File: src/common/l2_pkg.sv
// ----------------------------------------------------------
// sizes, requester ids and types for the shared L2 request path
// requester set is fixed at four, and only the data cache writes
// ----------------------------------------------------------

package l2_pkg;

    // requesters, lower id wins arbitration
    localparam int L1_CONNECTIONS = 4;
    localparam int L1_DCACHE_ID = 0;
    localparam int L1_DMMU_ID = 1;
    localparam int L1_IMMU_ID = 2;
    localparam int L1_ICACHE_ID = 3;

    // bus widths
    localparam int ADDR_W = 32;
    localparam int L2_ADDR_W = 30;
    localparam int DATA_W = 32;
    localparam int BE_W = 4;

    // burst field holds word count minus one
    localparam int BURST_W = 3;
    localparam int SUB_ID_W = 2;

    // memory depth in words, upper word address bits are ignored
    localparam int MEM_WORDS = 256;
    localparam int MEM_ADDR_W = $clog2(MEM_WORDS);

    // queue depths, powers of two
    localparam int REQ_FIFO_DEPTH = 4;
    localparam int DATA_FIFO_DEPTH = 4;

    // packed request word, msb first: addr, rnw, be, burst, sub id
    localparam int L2_REQ_W = L2_ADDR_W + 1 + BE_W + BURST_W + SUB_ID_W;

    typedef logic [L2_ADDR_W-1:0] l2_addr_t;
    typedef logic [DATA_W-1:0] l2_data_t;
    typedef logic [BE_W-1:0] l2_be_t;
    typedef logic [BURST_W-1:0] burst_t;
    typedef logic [SUB_ID_W-1:0] sub_id_t;

    typedef enum logic [1:0] {
        MEM_IDLE,
        MEM_READ,
        MEM_WRITE
    } mem_state_t;

endpackage

File: src/l1_arbiter/l1_arbiter.sv
// ----------------------------------------------------------
// fixed priority, lowest index wins, ack is combinational
// assumes the data cache is the only writer
// ----------------------------------------------------------
`timescale 1ns/1ps

module l1_arbiter (
    input  logic [l2_pkg::L1_CONNECTIONS-1:0]                   requests,
    input  l2_pkg::l2_addr_t [l2_pkg::L1_CONNECTIONS-1:0]       port_addr,
    input  logic [l2_pkg::L1_CONNECTIONS-1:0]                   port_rnw,
    input  l2_pkg::l2_be_t [l2_pkg::L1_CONNECTIONS-1:0]         port_be,
    input  l2_pkg::burst_t [l2_pkg::L1_CONNECTIONS-1:0]         port_burst,
    input  l2_pkg::sub_id_t [l2_pkg::L1_CONNECTIONS-1:0]        port_sub_id,
    input  l2_pkg::l2_data_t                                    wr_data_in,
    input  logic                                                request_full,
    input  logic                                                data_full,
    output logic [l2_pkg::L1_CONNECTIONS-1:0]                   acks,
    output logic                                                request_push,
    output logic [l2_pkg::L2_REQ_W-1:0]                         request_word,
    output logic                                                wr_data_push,
    output l2_pkg::l2_data_t                                    wr_data
);

    logic push_ready;
    logic request_exists;
    l2_pkg::sub_id_t sel;

    // the two queues drain at different rates, both need room
    assign push_ready = ~request_full & ~data_full;
    assign request_exists = |requests;

    // lowest requesting index
    always_comb begin
        sel = l2_pkg::sub_id_t'(l2_pkg::L1_CONNECTIONS - 1);
        for (int i = l2_pkg::L1_CONNECTIONS - 1; i >= 0; i--) begin
            if (requests[i]) begin
                sel = l2_pkg::sub_id_t'(i);
            end
        end
    end

    always_comb begin
        for (int i = 0; i < l2_pkg::L1_CONNECTIONS; i++) begin
            acks[i] = push_ready & requests[i] & (sel == l2_pkg::sub_id_t'(i));
        end
    end

    assign request_push = push_ready & request_exists;

    // field order must match the unpack in the memory
    assign request_word = {
        port_addr[sel],
        port_rnw[sel],
        port_be[sel],
        port_burst[sel],
        port_sub_id[sel]
    };

    // one data word per accepted dcache write
    assign wr_data_push = acks[l2_pkg::L1_DCACHE_ID] & ~port_rnw[l2_pkg::L1_DCACHE_ID];
    assign wr_data = wr_data_in;

endmodule

File: config.mk
export PLATFORM = sky130hd
export DESIGN_NAME = l1_arbiter
export DESIGN_NICKNAME = d
export VERILOG_FILES = /design/src/common/l2_pkg.sv /design/src/l1_arbiter/l1_arbiter.sv
export SDC_FILE = /design/constraint.sdc
export NUM_CORES = 1
export LEC_CHECK = 0
export BUFFER_PORTS_ARGS = -buffer_cell sky130_fd_sc_hd__buf_2
export CAP_MARGIN = 20
export CORE_AREA = 3 3 105 107
export DETAILED_ROUTE_END_ITERATION = 8
export DIE_AREA = 0 0 108 110
export REMOVE_ABC_BUFFERS = 1
export SLEW_MARGIN = 20
export SYNTH_ARGS = -nofsm -noshare
export SYNTH_HDL_FRONTEND = slang
export SYNTH_SLANG_ARGS = --single-unit
export TNS_END_PERCENT = 30
File: constraint.sdc
create_clock -name vclk -period 2.8
set_input_delay 0.56 -clock vclk [all_inputs]
set_output_delay 0.56 -clock vclk [all_outputs]
set_load 0.05 [all_outputs]
==> impl_metrics.csv <==
group,metric,value,unit
floorplan,io_pins,276,
setup_path,path_class,"in2out",
sta,period_share,86.7,%
status,outcome,"finished clean",
sta,hold_viol,0,
power,p_comb_share,100.0,%
route,drt-pass1-iter-count,4,
min_path,hold_end,"wr_data[22]",
synth,yosysWarnings,0,
synth,synth_commonest_cells,"a22oi_1, buf_4, o21ai_0",
clock_network,postCtsHoldBufs,0,
sta,fin_setup_tns,0,ps
global_route,grt_remaining_overflow,0,
synth,synth.most_common_cell,"a22oi_1",
floorplan,die_x,108,um
power,powerDensity,242,nW/um2
layout,clkbuf_count,0,
power,pwr-share-seq,0,%
layout,layout.area.seq,0,um2
synth,synth_top_area_cell,"a22oi_1",
clock_network,post_cts_buffers,0,
setup_path,cp-start-kind,"input port",
sta,fin_crit,2430,ps
floorplan,design.die.area,11900,um2
sta,slew_headroom,73.1,%
synth,synth.cell_area,1260,um2
global_route,grt_max_degree,85,
route,wire_per_inst,16.0,um
synth,ys_types,17,
route,postRouteAntennaNets,0,
floorplan,rows,37,
clock_network,cts_resized,0,
synth,synth.avg_cell_area,6.76,um2
setup_path,cp.arrival,1870,ps
layout,nFlopsAndLatches,0,
power,power_switching,347,uW
synth,synth_top_area_share,46.6,%
sta,finalSetupViolCount,0,
sta,maxSlewViolCount,0,
synth,ys_seq_area_share,0,%
min_path,min_from,"wr_data_in[22]",
layout,fin_nets,550,
global_route,grt_pass1_wl,10.1,mm
setup_path,cp_max_fo,19,
layout,drive_above_1_share,62.9,%
route,drc,0,
global_route,first_global_vias,2032,
sta,hold_slack,1120,ps
placement,place.gp.congestion,0.730,
sta,worst_pin_slew,404,ps
placement,dp_hpwl,6.38,mm
global_route,antenna_found_initial,0,
placement,port_buffers,212,
floorplan,die_y,110,um
flow_run,maxCapViolCount,0,
power,p_sw_share,65.6,%
sta,rsz0062_at_grt,"no",
route,drtIter0Drc,124,
floorplan,start_util,12.3,%
synth,synthCells,186,
power,p_clk_share,0,%
min_path,hold_class,"in2out",
power,internal_power,182,uW
min_path,hold_depth,0,
layout,syn_to_final_growth,74.0,%
power,p_leak,0.00112,uW
global_route,gr-usage-all-layers,10.8,%
layout,diodes,0,
power,peakVddDrop,0.0000849,V
synth,yosys-top-cells-area,"a22oi_1, buf_4, o21ai_0, buf_6, o21ai_1",
route,via_count,2213,
setup_path,required,2240,ps
floorplan,coreArea,10200,um2
sta,max_freq,0.412,GHz
route,totalWireLength,7.76,mm
setup_path,end_kind,"primary output",
route,avgViaCountPerCell,4.55,
## critical path, cell delays in order
cell and delay [ps]:
buf_2 230, nor2_4 200, buf_4 270, a22oi_1 100, o21ai_0 180, buf_2 290
## cell families after synthesis
| group | after synthesis | share of synthesized area, % |
|---|---|---|
| buffers and inverters | 54 | 29.9 |
| AND/OR/NAND/NOR | 13 | 6.97 |
| AO/OA/AOI/OAI | 119 | 63.2 |
## cells in the final DEF (no fill, tap or decap)
master / n
o21ai_1: 10
nor3_1: 1
buf_4: 4
nor4b_1: 1
buf_12: 2
nor2_1: 1
nor2b_1: 1
nor4_1: 2
nor3b_4: 1
a221oi_1: 1
and2_1: 3
nor2_4: 1
o21ai_0: 30
buf_2: 212
a22oi_1: 78
nand2_1: 2
## area by class of cell
type | instances | area (um2)
fillers | 1162 | 8040
repair buffers | 218 | 1130
multi-input cells | 132 | 887
well taps | 136 | 170
## worst max path at each step
| stage | start | to | slack [ps] | cells after the start |
|---|---|---|---|---|
| after global placement | requests[1] | request_word[2] | 390 | 6 |
| after detailed placement | requests[1] | request_word[2] | 360 | 6 |
| final | requests[1] | request_word[31] | 370 | 6 |
| after floorplan | requests[2] | request_word[9] | -420 | 3 |
| after global routing | requests[1] | request_word[5] | 250 | 6 |
| after CTS | requests[1] | request_word[2] | 360 | 6 |
## metrics by stage
step / utilization, % / setup WS [ps] / std cells / instance area [um2] / power (uW)
finish: 21.4 / 372 / 486 / 2190 / 529
global route: 21.4 / 245 / 486 / 2190 / 563
CTS: 21.4 / 361 / 486 / 2190 / 530
detailed placement: 21.4 / 365 / 486 / 2190 / 528
global placement: 21.4 / 393 / 486 / 2190 / 522
floorplan: - / -419 / 132 / 882 / 301
## layer usage
layer | global-route usage [%] | part of all wire, % | up-vias | routed length [um]
li1 | - | - | 1040 | -
met1 | 13.5 | 41 | 979 | 3200
met2 | 18.3 | 45 | 194 | 3500
met3 | 4.78 | 14 | 0 | 1070
met4 | 0 | 0 | 0 | 0
met5 | 1.79 | 0 | - | 0
## power groups by stage
| stage | clock network [uW] | registers [uW] | logic [uW] |
|---|---|---|---|
| 2_1_floorplan | 0 | 0 | 301 |
| 3_3_place_gp | 0 | 0 | 522 |
| 3_5_place_dp | 0 | 0 | 528 |
| 4_1_cts | 0 | 0 | 530 |
| 5_1_grt | 0 | 0 | 563 |
| 6_report | 0 | 0 | 529 |
Power figures use the tool's default switching activity.
