===== config.mk =====
export PLATFORM = sky130hd
export DESIGN_NAME = l1_request_port
export DESIGN_NICKNAME = d
export VERILOG_FILES = /design/src/common/l2_pkg.sv /design/src/hdl/l1_request_port.sv
export SDC_FILE = /design/constraint.sdc
export NUM_CORES = 1
export LEC_CHECK = 0
export BUFFER_PORTS_ARGS = -buffer_cell sky130_fd_sc_hd__buf_4
export CAP_MARGIN = 10
export CORE_MARGIN = 2
export CORE_UTILIZATION = 24
export DETAILED_ROUTE_END_ITERATION = 12
export GPL_ROUTABILITY_DRIVEN = 0
export PLACE_DENSITY = 0.8
export SLEW_MARGIN = 25
export SYNTH_ARGS = -nofsm -noshare
export SYNTH_HDL_FRONTEND = slang
export SYNTH_SLANG_ARGS = --single-unit

===== constraint.sdc =====
create_clock -name vclk -period 0.8
set_input_delay 0.12 -clock vclk [all_inputs]
set_output_delay 0.12 -clock vclk [all_outputs]
set_load 0.005 [all_outputs]

===== src/common/l2_pkg.sv =====
// ----------------------------------------------------------
// sizes, requester ids and types for the shared L2 request path
// requester set is fixed at four, and only the data cache writes
// ----------------------------------------------------------

package l2_pkg;

    // requesters, lower id wins arbitration
    localparam int L1_CONNECTIONS = 4;
    localparam int L1_DCACHE_ID = 0;
    localparam int L1_DMMU_ID = 1;
    localparam int L1_IMMU_ID = 2;
    localparam int L1_ICACHE_ID = 3;

    // bus widths
    localparam int ADDR_W = 32;
    localparam int L2_ADDR_W = 30;
    localparam int DATA_W = 32;
    localparam int BE_W = 4;

    // burst field holds word count minus one
    localparam int BURST_W = 3;
    localparam int SUB_ID_W = 2;

    // memory depth in words, upper word address bits are ignored
    localparam int MEM_WORDS = 256;
    localparam int MEM_ADDR_W = $clog2(MEM_WORDS);

    // queue depths, powers of two
    localparam int REQ_FIFO_DEPTH = 4;
    localparam int DATA_FIFO_DEPTH = 4;

    // packed request word, msb first: addr, rnw, be, burst, sub id
    localparam int L2_REQ_W = L2_ADDR_W + 1 + BE_W + BURST_W + SUB_ID_W;

    typedef logic [L2_ADDR_W-1:0] l2_addr_t;
    typedef logic [DATA_W-1:0] l2_data_t;
    typedef logic [BE_W-1:0] l2_be_t;
    typedef logic [BURST_W-1:0] burst_t;
    typedef logic [SUB_ID_W-1:0] sub_id_t;

    typedef enum logic [1:0] {
        MEM_IDLE,
        MEM_READ,
        MEM_WRITE
    } mem_state_t;

endpackage


===== src/hdl/l1_request_port.sv =====
// ----------------------------------------------------------
// purely combinational, no clock or reset ports
// writes are always a single word, the size input is ignored
// ----------------------------------------------------------
`timescale 1ns/1ps

module l1_request_port #(
    parameter int PORT_ID = 0
) (
    input  logic                        request,
    input  logic                        rnw,
    input  logic [l2_pkg::ADDR_W-1:0]   addr,
    input  l2_pkg::l2_be_t              be,
    input  l2_pkg::burst_t              size,
    input  l2_pkg::l2_data_t            rd_data,
    input  logic                        rd_data_valid,
    input  l2_pkg::sub_id_t             rd_sub_id,
    output logic                        l2_request,
    output l2_pkg::l2_addr_t            l2_addr,
    output logic                        l2_rnw,
    output l2_pkg::l2_be_t              l2_be,
    output l2_pkg::burst_t              l2_burst,
    output l2_pkg::sub_id_t             l2_sub_id,
    output logic                        data_valid,
    output l2_pkg::l2_data_t            data
);

    logic beat_match;

    assign l2_request = request;

    // word address, byte offset bits dropped
    assign l2_addr = addr[l2_pkg::ADDR_W-1:l2_pkg::ADDR_W-l2_pkg::L2_ADDR_W];
    assign l2_rnw = rnw;
    assign l2_be = be;

    // write bursts not supported
    assign l2_burst = rnw ? size : '0;
    assign l2_sub_id = l2_pkg::sub_id_t'(PORT_ID);

    // return stream is broadcast, keep only beats tagged with our id
    assign beat_match = rd_data_valid & (rd_sub_id == l2_pkg::sub_id_t'(PORT_ID));
    assign data_valid = beat_match;

    // zero outside our beats so the top can merge all ports onto one bus
    assign data = beat_match ? rd_data : '0;

endmodule


==> results_dict.tcl, run 1 <==
set metrics [dict create \
    status "finished, violations left" \
    violations "setup timing" \
    critPathArrivalTime_ps 700 \
    multi_input_comb_area_um2 452 \
    synth_cell_types 9 \
    vdd_drop_max_uv 135 \
    drtIter0Drc 12 \
    seq_cells 0 \
    crit_buf_inv 3 \
    hp-start "addr[17]" \
    setup_ws_ps -21.3 \
    pwr-share-comb_pct 100.0 \
    dr_total_vias 752 \
    firstDrtPassIters 4 \
    row_count 20 \
    clock_buffers 0 \
    min_period_ps 821 \
    io_buffers 76 \
    dp_hpwl_mm 2.03 \
    power_switching_uw 141 \
    crit_slowest_cell "and4bb_2" \
    syn_to_final_growth_pct 67.5 \
    initial_core_util_pct 25.4 \
    cts_setup_buffers 0 \
    avgRoutedWirePerCell_um 17.3 \
    die_area_um2 3730 \
    ys.warnings.count 0 \
    regArea_um2 0 \
    syn_area_um2 782 \
    crit_type "input pin to primary output" \
    track_usage_pct 11.8 \
    fmax_mhz 1220 \
    hold_end "l2_addr[15]" \
    crit_path_start "rd_data_valid" \
    finalSetupViolCount 28 \
    grt_pass1_vias 687 \
    n_fill_cell 310 \
    required_ps 680 \
    layout_commonest_cell "buf_4" \
    crit_family "buffers and inverters" \
    antenna_left 0 \
    drt_wl_total_mm 2.84 \
    crit_path_end_kind "primary output" \
    maxSlewViolCount 0 \
    hold_path.class "input pin to primary output" \
    stdcell_count 164 \
    crit_fanout 6 \
    finalHoldViolCount 0 \
    die_y_um 61.1 \
    p_per_area_nw_per_um2 380 \
    hold_depth 0 \
    grt_max_degree 34 \
    whs_ps 240 \
    cp-start-kind "input pin" \
    vias_per_cell 4.59 \
    period_share_pct 103 \
    p_clk_share_pct 0 \
    grt-ovfl-total 0 \
    cell_internal_pwr_uw 357 \
    antenna_found_initial 0 \
    cp_common_cell "buf_12" \
    crit_chain "buf_12, buf_12, and4bb_2, buf_6" \
    leakage_uw 0.000687 \
    rsz0062_at_grt "true" \
    die_x_um 61.1 \
    mostFrequentLayoutCells "63 x buf_4, 20 x and4bb_1, 11 x and4bb_2" \
    syn_area_per_cell_um2 9.31 \
    drc 0 \
    worst_path_largest_cell_delay_ps 230 \
    diodes 0 \
    grt_first_pass_wirelength_mm 3.39 \
    dp_cells 160 \
    syn_inst 84 \
    maxCapViolations 0 \
    final_layout_size_suffix_gt1_share_pct 79.2 \
    coreArea_um2 3080 \
    nNetsFinal 198 \
    io_pins 150 \
    p_sw_share_pct 28.3 \
    yosysSeqAreaShare_pct 0 \
    pwr-share-seq_pct 0 \
]
## final cells by class
type / count / area share, %
repair buffers: 82 / 61.3
multi-input cells: 38 / 34.5
well taps: 44 / 4.20
## per-layer routing
metal	wire, um	track usage [%]
met1	995	12.6
met2	1460	22.9
met3	324	2.52
met4	57	3.42
met5	0	0
## cell families after synthesis
group         Yosys count  share of synthesized area (%)
simple gates           36                           56.2
buf+inv                47                           43.4
other cells             1                          0.480
## power groups by stage
stage | combinational [uW] | clock, uW | sequential (uW)
final | 497 | 0 | 0
after global placement | 393 | 0 | 0
after global routing | 534 | 0 | 0
after detailed placement | 402 | 0 | 0
after CTS | 451 | 0 | 0
after floorplan | 301 | 0 | 0
## cells in the mapped netlist
master,n,area share (%)
buf_4,39,37
buf_2,7,4.5
buf_6,1,1.4
nor4bb_4,1,3.2
and2_1,3,2.4
nor3b_1,1,0.96
conb_1,1,0.48
and4bb_2,11,18
and4bb_1,20,32
## how the worst max path moves through the flow
stage	endpoint	slack, ps	depth (start not counted)
final	data[28]	-20	4
after global routing	data[21]	-40	4
after CTS	data[10]	-30	4
after detailed placement	data[31]	-110	3
after global placement	data[24]	-90	3
after floorplan	data[12]	140	2
## repair_timing
item,in CTS,in global routing
gates resized for setup,19,4
endpoints found under the setup margin,33,33
hold buffers,0,0
cloned,1,3
pin swaps,3,4
## stage by stage
step | setup TNS, ps | instance area (um2) | setup slack (ps) | utilization (%) | total power (uW)
2_1_floorplan | 0 | 786 | 138 | - | 301
3_3_place_gp | -2030 | 1110 | -85.4 | 36.1 | 393
3_5_place_dp | -2670 | 1110 | -112 | 36.1 | 402
4_1_cts | -444 | 1210 | -26.7 | 39.3 | 451
5_1_grt | -864 | 1310 | -40.2 | 42.6 | 534
6_report | -343 | 1310 | -21.3 | 42.6 | 497
No activity file was read; power rests on OpenSTA's default activity.
==> run 2: changes to the inputs <==
- CORE_MARGIN: 2 -> 10
- CORE_UTILIZATION: 24 -> 27
- PLACE_DENSITY: 0.8 -> 0.85
- clock period: 0.8 -> 0.9 ns (I/O delays scaled with it)
==> results_dict.tcl, run 2 (same netlist as run 1, synthesis figures left out) <==
set metrics [dict create \
    regArea_um2 0 \
    fmax_mhz 1160 \
    hold_end "l2_addr[13]" \
    cp-start-kind "input pin" \
    die_x_um 73.8 \
    vias_per_cell 4.95 \
    grt-ovfl-total 0 \
    placed_cell_area_um2 1080 \
    antenna_found_initial 0 \
    hp-start "addr[15]" \
    grt_first_pass_wirelength_mm 4.17 \
    vdd_drop_max_uv 176 \
    seq_cells 0 \
    avgRoutedWirePerCell_um 19.5 \
    p_per_area_nw_per_um2 320 \
    final_util_pct 39.4 \
    initial_core_util_pct 28.4 \
    antenna_left 0 \
    dr_total_vias 723 \
    stdcell_count 146 \
    crit_type "input pin to primary output" \
    coreArea_um2 2760 \
    crit_chain "buf_6, buf_12, and4bb_1, buf_4" \
    multi_input_comb_area_um2 447 \
    grt_pass1_vias 804 \
    row_count 19 \
    drt_wl_total_mm 2.85 \
    final_layout_size_suffix_gt1_share_pct 77.4 \
    dp_cells 146 \
    maxCapViolations 0 \
    hold_path.class "input pin to primary output" \
    crit_path_end_kind "primary output" \
    crit_fanout 19 \
    firstDrtPassIters 2 \
    whs_ps 270 \
    io_pins 150 \
    status "finished clean" \
    die_area_um2 5450 \
    min_period_ps 862 \
    drc 0 \
    leakage_uw 0.000602 \
    diodes 0 \
    drtIter0Drc 1 \
    mostFrequentLayoutCells "73 x buf_4, 20 x and4bb_1, 11 x and4bb_2" \
    period_share_pct 95.7 \
    finalHoldViolCount 0 \
    clock_buffers 0 \
    track_usage_pct 9.23 \
    finalSetupTns_ps 0 \
    critPathArrivalTime_ps 730 \
    grt_max_degree 34 \
    finalSetupViolCount 0 \
    layout_commonest_cell "buf_4" \
    maxSlewViolCount 0 \
    postCtsHoldBufs 0 \
    rsz0062_at_grt "false" \
    n_fill_cell 291 \
    io_buffers 76 \
    worst_path_largest_cell_delay_ps 190 \
    syn_to_final_growth_pct 39.0 \
    design_area_um2 1090 \
    crit_slowest_cell "and4bb_1" \
    nNetsFinal 193 \
    die_y_um 73.8 \
    hold_depth 0 \
    required_ps 760 \
]
## run 2: cell count changes in the layout (fill, tap and decap cells not counted)
cell       delta
buf_6         -7
buf_4        +10
buf_16        -3
buf_12        -2
nor3b_2       -1
clkbuf_16     -3
nor3b_1       +1
## run 2: cell type report
class	count	area share, %
multi-input cells	38	41.1
well taps	31	3.57
repair buffers	77	55.4
## run 2: per-layer routing
metal	global-route usage, %	wire [um]
met2	18.0	1460
met4	4.14	107
met5	0	0
met3	5.52	495
met1	6.88	782
## run 2: how the worst max path moves through the flow
stage / slack, ps / startpoint / endpoint / cells past startpoint
after global routing: 4 / rd_data_valid / data[7] / 4
after CTS: 30 / rd_data_valid / data[9] / 4
after detailed placement: -20 / rd_sub_id[0] / data[27] / 3
final: 40 / rd_data_valid / data[21] / 4
after global placement: -10 / rd_data_valid / data[21] / 4
after floorplan: 210 / rd_sub_id[1] / data[12] / 2
## run 2: power by group
group	switching, uW	total [uW]	internal [uW]
registers	0	0	0
logic	109	348	239
clock network	0	0	0
## run 2: worst max-delay path, delay by kind of cell
family	cells	cell delay [ps]
buffers and inverters	3	390
AND/OR/NAND/NOR	1	190
## run 2: timing repair
item	CTS	global route
setup buffers	0	0
setup endpoints to repair	30	0
resized for setup	3	0
## run 2: through the flow
stage               total power, uW  setup slack [ps]
floorplan                       268               208
global placement                343             -10.3
detailed placement              351             -22.0
CTS                             357              27.2
global route                    381              3.99
finish                          348              38.4
