<file path="config.mk">
export PLATFORM = sky130hd
export DESIGN_NAME = l2_fifo
export DESIGN_NICKNAME = d
export VERILOG_FILES = /design/src/hdl/l2_fifo.sv
export SDC_FILE = /design/constraint.sdc
export NUM_CORES = 1
export LEC_CHECK = 0
export BUFFER_PORTS_ARGS = -buffer_cell sky130_fd_sc_hd__clkbuf_2
export CAP_MARGIN = 10
export CORE_ASPECT_RATIO = 0.9
export CORE_MARGIN = 4
export CORE_UTILIZATION = 40
export CTS_CLUSTER_SIZE = 8
export DETAILED_ROUTE_END_ITERATION = 8
export SLEW_MARGIN = 20
export SYNTH_ARGS = -nofsm -noshare
export SYNTH_HDL_FRONTEND = slang
export SYNTH_SLANG_ARGS = --single-unit
export TNS_END_PERCENT = 50
</file>
<file path="constraint.sdc">
create_clock -name clk -period 5.8 [get_ports clk]
set_input_delay 0.58 -clock clk [delete_from_list [all_inputs] [get_ports clk]]
set_output_delay 0.58 -clock clk [all_outputs]
set_load 0.02 [all_outputs]
</file>
<file path="src/hdl/l2_fifo.sv">
// ----------------------------------------------------------
// DEPTH must be a power of two, pointers wrap naturally
// push while full and pop while empty are ignored
// ----------------------------------------------------------
`timescale 1ns/1ps

module l2_fifo #(
    parameter int WIDTH = 32,
    parameter int DEPTH = 4
) (
    input  logic                clk,
    input  logic                rst,
    input  logic                push,
    input  logic [WIDTH-1:0]    push_data,
    input  logic                pop,
    output logic [WIDTH-1:0]    pop_data,
    output logic                full,
    output logic                empty
);

    logic [WIDTH-1:0] buffer [DEPTH];
    logic [$clog2(DEPTH)-1:0] wr_ptr;
    logic [$clog2(DEPTH)-1:0] rd_ptr;
    logic [$clog2(DEPTH+1)-1:0] count;
    logic push_en;
    logic pop_en;

    assign push_en = push & ~full;
    assign pop_en = pop & ~empty;

    assign full = (count == ($clog2(DEPTH+1))'(DEPTH));
    assign empty = (count == '0);

    // head is visible without a pop
    assign pop_data = buffer[rd_ptr];

    always_ff @(posedge clk) begin
        if (rst) begin
            wr_ptr <= '0;
            rd_ptr <= '0;
            count <= '0;
        end else begin
            if (push_en) begin
                wr_ptr <= wr_ptr + 1'b1;
            end
            if (pop_en) begin
                rd_ptr <= rd_ptr + 1'b1;
            end
            case ({push_en, pop_en})
                2'b10: count <= count + 1'b1;
                2'b01: count <= count - 1'b1;
                default: count <= count;
            endcase
        end
    end

    always_ff @(posedge clk) begin
        if (push_en) begin
            buffer[wr_ptr] <= push_data;
        end
    end

endmodule

</file>
==> flow_metrics.py, run 1 <==
metrics = {
    "worst_setup_path": {
        "required_ps": 5220,
        "r2r-end": "count[2]",
        "path_buf_inv": 2,
        "cp-end-kind": "primary output",
        "cp_data_arrival_time_ps": 2050,
        "r2r_slack_ps": 3580,
        "path_max_fanout": 32,
        "crit_family": "buffers and inverters",
        "critPathSlowestCell": "mux4_2",
        "crit_path_max_incr_delay_ps": 630,
        "startpoint_type": "register",
        "reg2regPathDepth": 9,
        "crit_type": "register to primary output",
        "rr_startpoint": "count[2]",
        "crit_chain": "buf_4 -> mux4_2 -> clkbuf_2",
    },
    "pwr": {
        "leakagePower_nw": 2.11,
        "power_w": 0.00283,
        "irDropWorstVdd_uv": 250,
        "power.density_nw_per_um2": 460,
    },
    "detailed_routing": {
        "drt-vias-per-instance": 4.92,
        "drcViolationCount": 0,
        "dr_total_vias": 2359,
        "ant_nets": 0,
        "wl_per_cell_um": 18.6,
        "drtIter0Drc": 133,
        "dr.pass1.iters": 4,
        "drt-total-wl_um": 8900,
    },
    "floorplan": {
        "core_um2": 12600,
        "boundaryPins": 70,
        "die_h_um": 116,
        "die_area_um2": 14700,
        "die_w_um": 128,
        "start_util_pct": 40.7,
        "row_count": 39,
    },
    "global_routing": {
        "grt_usage_pct": 13.2,
        "grt_max_degree": 33,
        "grt_pass1_vias": 2580,
        "grt_pass1_wl_um": 14000,
        "gr-total-overflow": 0,
        "antenna_found_initial": 0,
    },
    "sta": {
        "setup_tns_ps": 0,
        "slew_headroom_pct": 39.1,
        "setup_violations": 0,
        "drv_slew": 0,
        "clock_skew_ps": 3.21,
        "period_share_pct": 45.4,
        "rsz0062_at_grt": "no",
        "worst_pin_slew_ps": 913,
        "setup_ws_ps": 3170,
        "hold_slack_ps": 391,
        "period_minus_slack_ps": 2630,
        "fmax_mhz": 380,
        "report.final.hold_viol_count": 0,
    },
    "place": {
        "pre_cts_slack_ps": 3490,
        "port_buffers": 69,
        "gp_congestion": 0.678,
        "place_hpwl_um": 5260,
        "placed_area_um2": 5620,
    },
    "logic_synthesis": {
        "synth_common_cells": "edfxtp_1, mux4_2, dfxtp_1, inv_1, nor2_1",
        "yosysTopAreaCell": "edfxtp_1",
        "syn-instance-count": 221,
        "ys_types": 23,
        "ys.flop_type": "edfxtp_1",
        "ys_seq_elements": 137,
        "ys_seq_area_share_pct": 78.2,
        "yosysTopAreaCellShare_pct": 74.7,
        "async_reset_ff_share_pct": 0,
        "synth_area_leaders": "edfxtp_1, mux4_2, dfxtp_1",
        "yosysMostFrequentCell": "edfxtp_1",
        "netlist_area_um2": 5140,
        "synth_nets": 263,
        "ys_warn_count": 0,
        "synth-edff-count": 128,
        "syn_avg_cell_area_um2": 23.3,
    },
    "clocking": {
        "cts_buffers": 17,
        "clock_path_buffers": 2,
        "clk_latency_ps": 410,
        "cts_resized": 0,
        "h-tree-depth": 4,
        "postCtsSetupRepairBufs": 0,
        "clk_pin_slew_ps": 50,
        "tritoncts": "built",
        "cts.sinks": 137,
        "postCtsHoldBufs": 0,
        "clockRootBuffer": "clkbuf_16",
    },
    "run": {
        "cap_violations": 0,
    },
    "worst_hold_path": {
        "hold_class": "input pin to register",
        "whs_path_depth": 1,
        "hold-path-endpoint": "buffer[2][28]",
        "holdCritStartpoint": "push_data[28]",
    },
    "final_layout": {
        "stdcell_area_um2": 6140,
        "n_antenna_cell": 0,
        "drive_gt1_share_pct": 42.5,
        "area_growth_pct": 19.4,
        "fin_nets": 344,
    },
    "run_status": {
        "outcome": "completed",
    },
}
==> registers in the layout, summed over array words and instances (netlist names), named ones only <==
| name | count |
|---|---|
| buffer | 128 |
| count | 3 |
| wr_ptr | 2 |
| rd_ptr | 2 |
==> power breakdown <==
part | switching (W) | internal, W | total [W]
logic | 0.000379 | 0.000275 | 0.000654
registers | 0.0000436 | 0.00119 | 0.00123
clock network | 0.000365 | 0.000579 | 0.000945
==> metrics by stage <==
step / util, % / instances
after floorplan: - / 221
after global placement: 44.5 / 447
after detailed placement: 44.5 / 447
after CTS: 48.6 / 479
after global routing: 48.6 / 479
final: 48.6 / 479
==> cell type report <==
type	instances	area, um^2
Sequential cell	137	4030
Fill cell	1041	6500
Clock inverter	11	81.3
Clock buffer	21	440
Inverter	8	30.0
Timing Repair Buffer	70	353
Tap cell	164	205
Multi-Input combinational cell	68	1000
==> kinds of logic (layout without fill, tap and decap cells) <==
kind of cell / Yosys count / in the layout / share of synthesized area (%)
buffers and inverters: 16 / 110 / 2.34
adders and majority gates: 6 / 6 / 1.61
AOI/OAI and AO/OA: 8 / 8 / 0.924
xor gates and xnor gates: 3 / 3 / 0.511
DFF: 137 / 137 / 78.2
muxes: 33 / 33 / 14.4
and+or+nand+nor: 18 / 18 / 2.04
==> placed cells by master, fill, tap and decap left out, types with 3 or more instances in the layout <==
| master | n |
|---|---|
| edfxtp_1 | 128 |
| and2_2 | 4 |
| o21ai_0 | 3 |
| inv_1 | 8 |
| dfxtp_1 | 7 |
| clkbuf_16 | 17 |
| ha_1 | 5 |
| clkinv_1 | 3 |
| nor2_1 | 6 |
| a21oi_1 | 4 |
| xor2_1 | 3 |
| clkbuf_2 | 69 |
| mux4_2 | 30 |
| or3_1 | 3 |
| clkbuf_1 | 4 |
| clkinv_2 | 5 |
==> worst max-delay path by stage <==
stage,from,end,slack (ps),depth (start not counted)
floorplan,count[2],count[2],3540,9
global placement,register,pop_data[17],3520,3
detailed placement,push,buffer[1][12],3490,4
CTS,register,pop_data[17],3070,3
global route,register,pop_data[17],3000,3
finish,register,pop_data[26],3170,3
==> metal layers <==
metal | up-vias | routed length (um) | track usage (%) | part of all wire, %
met3 | 10 | 578 | 6.08 | 6.5
met4 | 0 | 127 | 5.36 | 1.4
met1 | 1215 | 3920 | 16.4 | 44
met5 | - | 0 | 0 | 0
met2 | 60 | 4270 | 20.3 | 48
li1 | 1074 | - | - | -
Note: power is estimated with default switching activity, not from simulation.
==> inputs of run 2 (changes only) <==
ABC_AREA = 1   (was not set)
clock period = 2.21 ns   (was 5.8 ns; I/O delays follow)
==> run 2 against run 1 <==
  * Sequential cell count unchanged
  * Critical endpoint is now pop_data[4]
  * Synthesized cell count up 71%
  * Final area up 4.1%
  * First-iteration DRC count up 54%
  * Via count up 37%
  * Clock power rose to 3.0 times the previous value
  * Register-to-register slack worse by 3200 ps
  * Sequential share of layout area down 2.6 points
  * Total power rose to 2.8 times the previous value
  * Global-route usage up 1.6 points
  * Worst hold slack worse by 370 ps
==> flow_metrics.py, run 2 <==
metrics = {
    "run_status": {
        "outcome": "completed",
    },
    "sta": {
        "slew_headroom_pct": 73.7,
        "rsz0062_at_grt": "no",
        "report.final.hold_viol_count": 0,
        "period_minus_slack_ps": 2080,
        "fmax_mhz": 481,
        "clock_skew_ps": 11.4,
        "worst_pin_slew_ps": 394,
        "hold_slack_ps": 20.0,
        "setup_violations": 0,
        "period_share_pct": 94.1,
        "drv_slew": 0,
    },
    "floorplan": {
        "die_h_um": 117,
        "core_um2": 12800,
        "row_count": 39,
        "boundaryPins": 70,
        "start_util_pct": 41.3,
        "die_w_um": 129,
        "die_area_um2": 15100,
    },
    "final_layout": {
        "largest_register_ffs": 128,
        "final_common_cell": "edfxtp_1",
        "reg_top3": "buffer: 128 flops, count: 3 flops",
        "drive_gt1_share_pct": 25.6,
        "n_antenna_cell": 0,
        "fin_nets": 502,
        "multi_input_area_um2": 1040,
        "area_growth_pct": 21.1,
        "regMostFlops": "buffer",
        "layout_common_cells": "edfxtp_1, nor2_1, clkbuf_2",
        "nFillCells": 1108,
        "regArea_um2": 4030,
        "finalNonFillerCells": 637,
    },
    "logic_synthesis": {
        "synth-xor-area-share_pct": 0,
        "synth_common_cells": "edfxtp_1, nor2_1, o21ai_0, o22ai_1, o21ai_1",
        "synthSimpleGateAreaFrac_pct": 7.09,
        "ys_seq_elements": 137,
        "ys_warn_count": 0,
        "yosysTopAreaCell": "edfxtp_1",
        "yosys-mux-area-fraction_pct": 0,
        "yosysTopAreaCellShare_pct": 72.8,
        "syn-instance-count": 379,
        "yosysMostFrequentCell": "edfxtp_1",
        "ys_seq_area_share_pct": 76.3,
        "syn_avg_cell_area_um2": 13.9,
        "synth_compound_area_share_pct": 10.5,
        "ys.flop_type": "edfxtp_1",
        "synth_nets": 421,
        "synth-edff-count": 128,
        "synth_area_leaders": "edfxtp_1, nor2_1, o22ai_1",
        "yosys.area_share.adder_pct": 1.57,
        "ys_types": 21,
        "netlist_area_um2": 5280,
        "async_reset_ff_share_pct": 0,
        "synth_top_family_by_area": "compound AO/OA/AOI/OAI gates",
    },
    "worst_setup_path": {
        "path_max_fanout": 40,
        "crit_type": "register to primary output",
        "reg2regPathDepth": 12,
        "cp-end-kind": "primary output",
        "startpoint_type": "register",
        "required_ps": 1990,
        "cp_data_arrival_time_ps": 1860,
    },
    "global_routing": {
        "grt_max_degree": 65,
        "antenna_found_initial": 1,
        "grt_usage_pct": 14.8,
        "grt_pass1_vias": 3126,
        "gr-total-overflow": 0,
        "grt_pass1_wl_um": 16500,
    },
    "clocking": {
        "postCtsHoldBufs": 0,
        "clk_pin_slew_ps": 60,
        "postCtsSetupRepairBufs": 0,
        "cts.sinks": 137,
        "cts_buffers": 17,
        "clock_path_buffers": 2,
        "clockRootBuffer": "clkbuf_16",
        "h-tree-depth": 4,
        "clk_latency_ps": 420,
        "cts_resized": 0,
        "tritoncts": "built",
    },
    "detailed_routing": {
        "drt-vias-per-instance": 5.06,
        "drt-total-wl_um": 10600,
        "drtIter0Drc": 205,
        "drcViolationCount": 0,
        "dr.pass1.iters": 4,
        "wl_per_cell_um": 16.6,
        "ant_nets": 0,
        "dr_total_vias": 3226,
    },
    "pwr": {
        "power_frac_clock_pct": 35.6,
        "seqPwrFrac_pct": 40.4,
        "power.density_nw_per_um2": 1230,
        "switching_share_pct": 31.1,
        "irDropWorstVdd_uv": 629,
        "intPower_w": 0.00541,
        "combPwrFrac_pct": 24.0,
        "p_sw_w": 0.00244,
        "leakagePower_nw": 2.33,
    },
    "worst_hold_path": {
        "hold_class": "input pin to register",
        "whs_path_depth": 1,
    },
    "place": {
        "placed_cells": 605,
        "place_hpwl_um": 6260,
        "gp_congestion": 0.789,
        "port_buffers": 69,
    },
    "run": {
        "cap_violations": 0,
    },
}
[run 2: changes by cell type in the layout (fill, tap and decap cells not counted), moves of 11 or more]
cell / previous run / this run
nor2_1: 6 / 69
o21ai_0: 3 / 38
o22ai_1: 0 / 32
mux4_2: 30 / 0
o21ai_1: 0 / 28
nand2_1: 1 / 12
[run 2: worst max-delay path: stages, from the launching register on]
cell,delay [ps]
dfxtp_2,390
buf_4,380
o21ai_0,150
o22ai_1,280
clkbuf_2,230
[run 2: power groups by stage]
stage | Clock, W | Combinational, W | Sequential [W]
after global placement | 0 | 0.00189 | 0.00322
final | 0.00280 | 0.00189 | 0.00317
after detailed placement | 0 | 0.00192 | 0.00322
after global routing | 0.00298 | 0.00210 | 0.00319
after CTS | 0.00285 | 0.00193 | 0.00317
after floorplan | 0 | 0.00136 | 0.00321
[run 2: metrics by stage]
stage	utilization [%]	TNS (ps)	power (W)	cell area [um^2]	setup slack (ps)
2_1_floorplan	-	-9130	0.00457	5280	-143
3_3_place_gp	45.4	0	0.00511	5800	433
3_5_place_dp	45.4	0	0.00515	5800	367
4_1_cts	50.0	0	0.00795	6390	127
5_1_grt	50.0	0	0.00827	6390	31.2
6_report	50.0	0	0.00785	6390	131
[run 2: worst paths after layout]
kind	from	end	slack, ps
setup / recovery	register	pop_data[4]	130
hold / removal	push_data[17]	buffer[3][17]	20
setup reg to reg	count[1]	count[2]	360
hold reg to reg	wr_ptr[1]	wr_ptr[1]	500
[run 2: final cells by class]
| class | count | area share (%) |
|---|---|---|
| Sequential cell | 137 | 63.0 |
| Multi-Input combinational cell | 203 | 16.3 |
| Timing Repair Buffer | 81 | 7.01 |
| Clock buffer | 19 | 6.78 |
| Tap cell | 164 | 3.21 |
| Clock inverter | 13 | 2.41 |
| Inverter | 20 | 1.29 |
[run 2: kinds of logic (layout without fill, tap and decap cells)]
logic type,after synthesis,count (layout)
compound gates,103,103
fa+ha+maj,6,6
buf+inv,39,133
flops,137,137
simple gates,94,94
[run 2: routing by layer]
| metal | part of all wire (%) | GRT usage [%] | wire length, um |
|---|---|---|---|
| met2 | 47 | 23.1 | 4930 |
| met5 | 0.11 | 0 | 12 |
| met1 | 45 | 19.2 | 4760 |
| met3 | 6.6 | 5.26 | 700 |
| met4 | 1.5 | 5.60 | 159 |
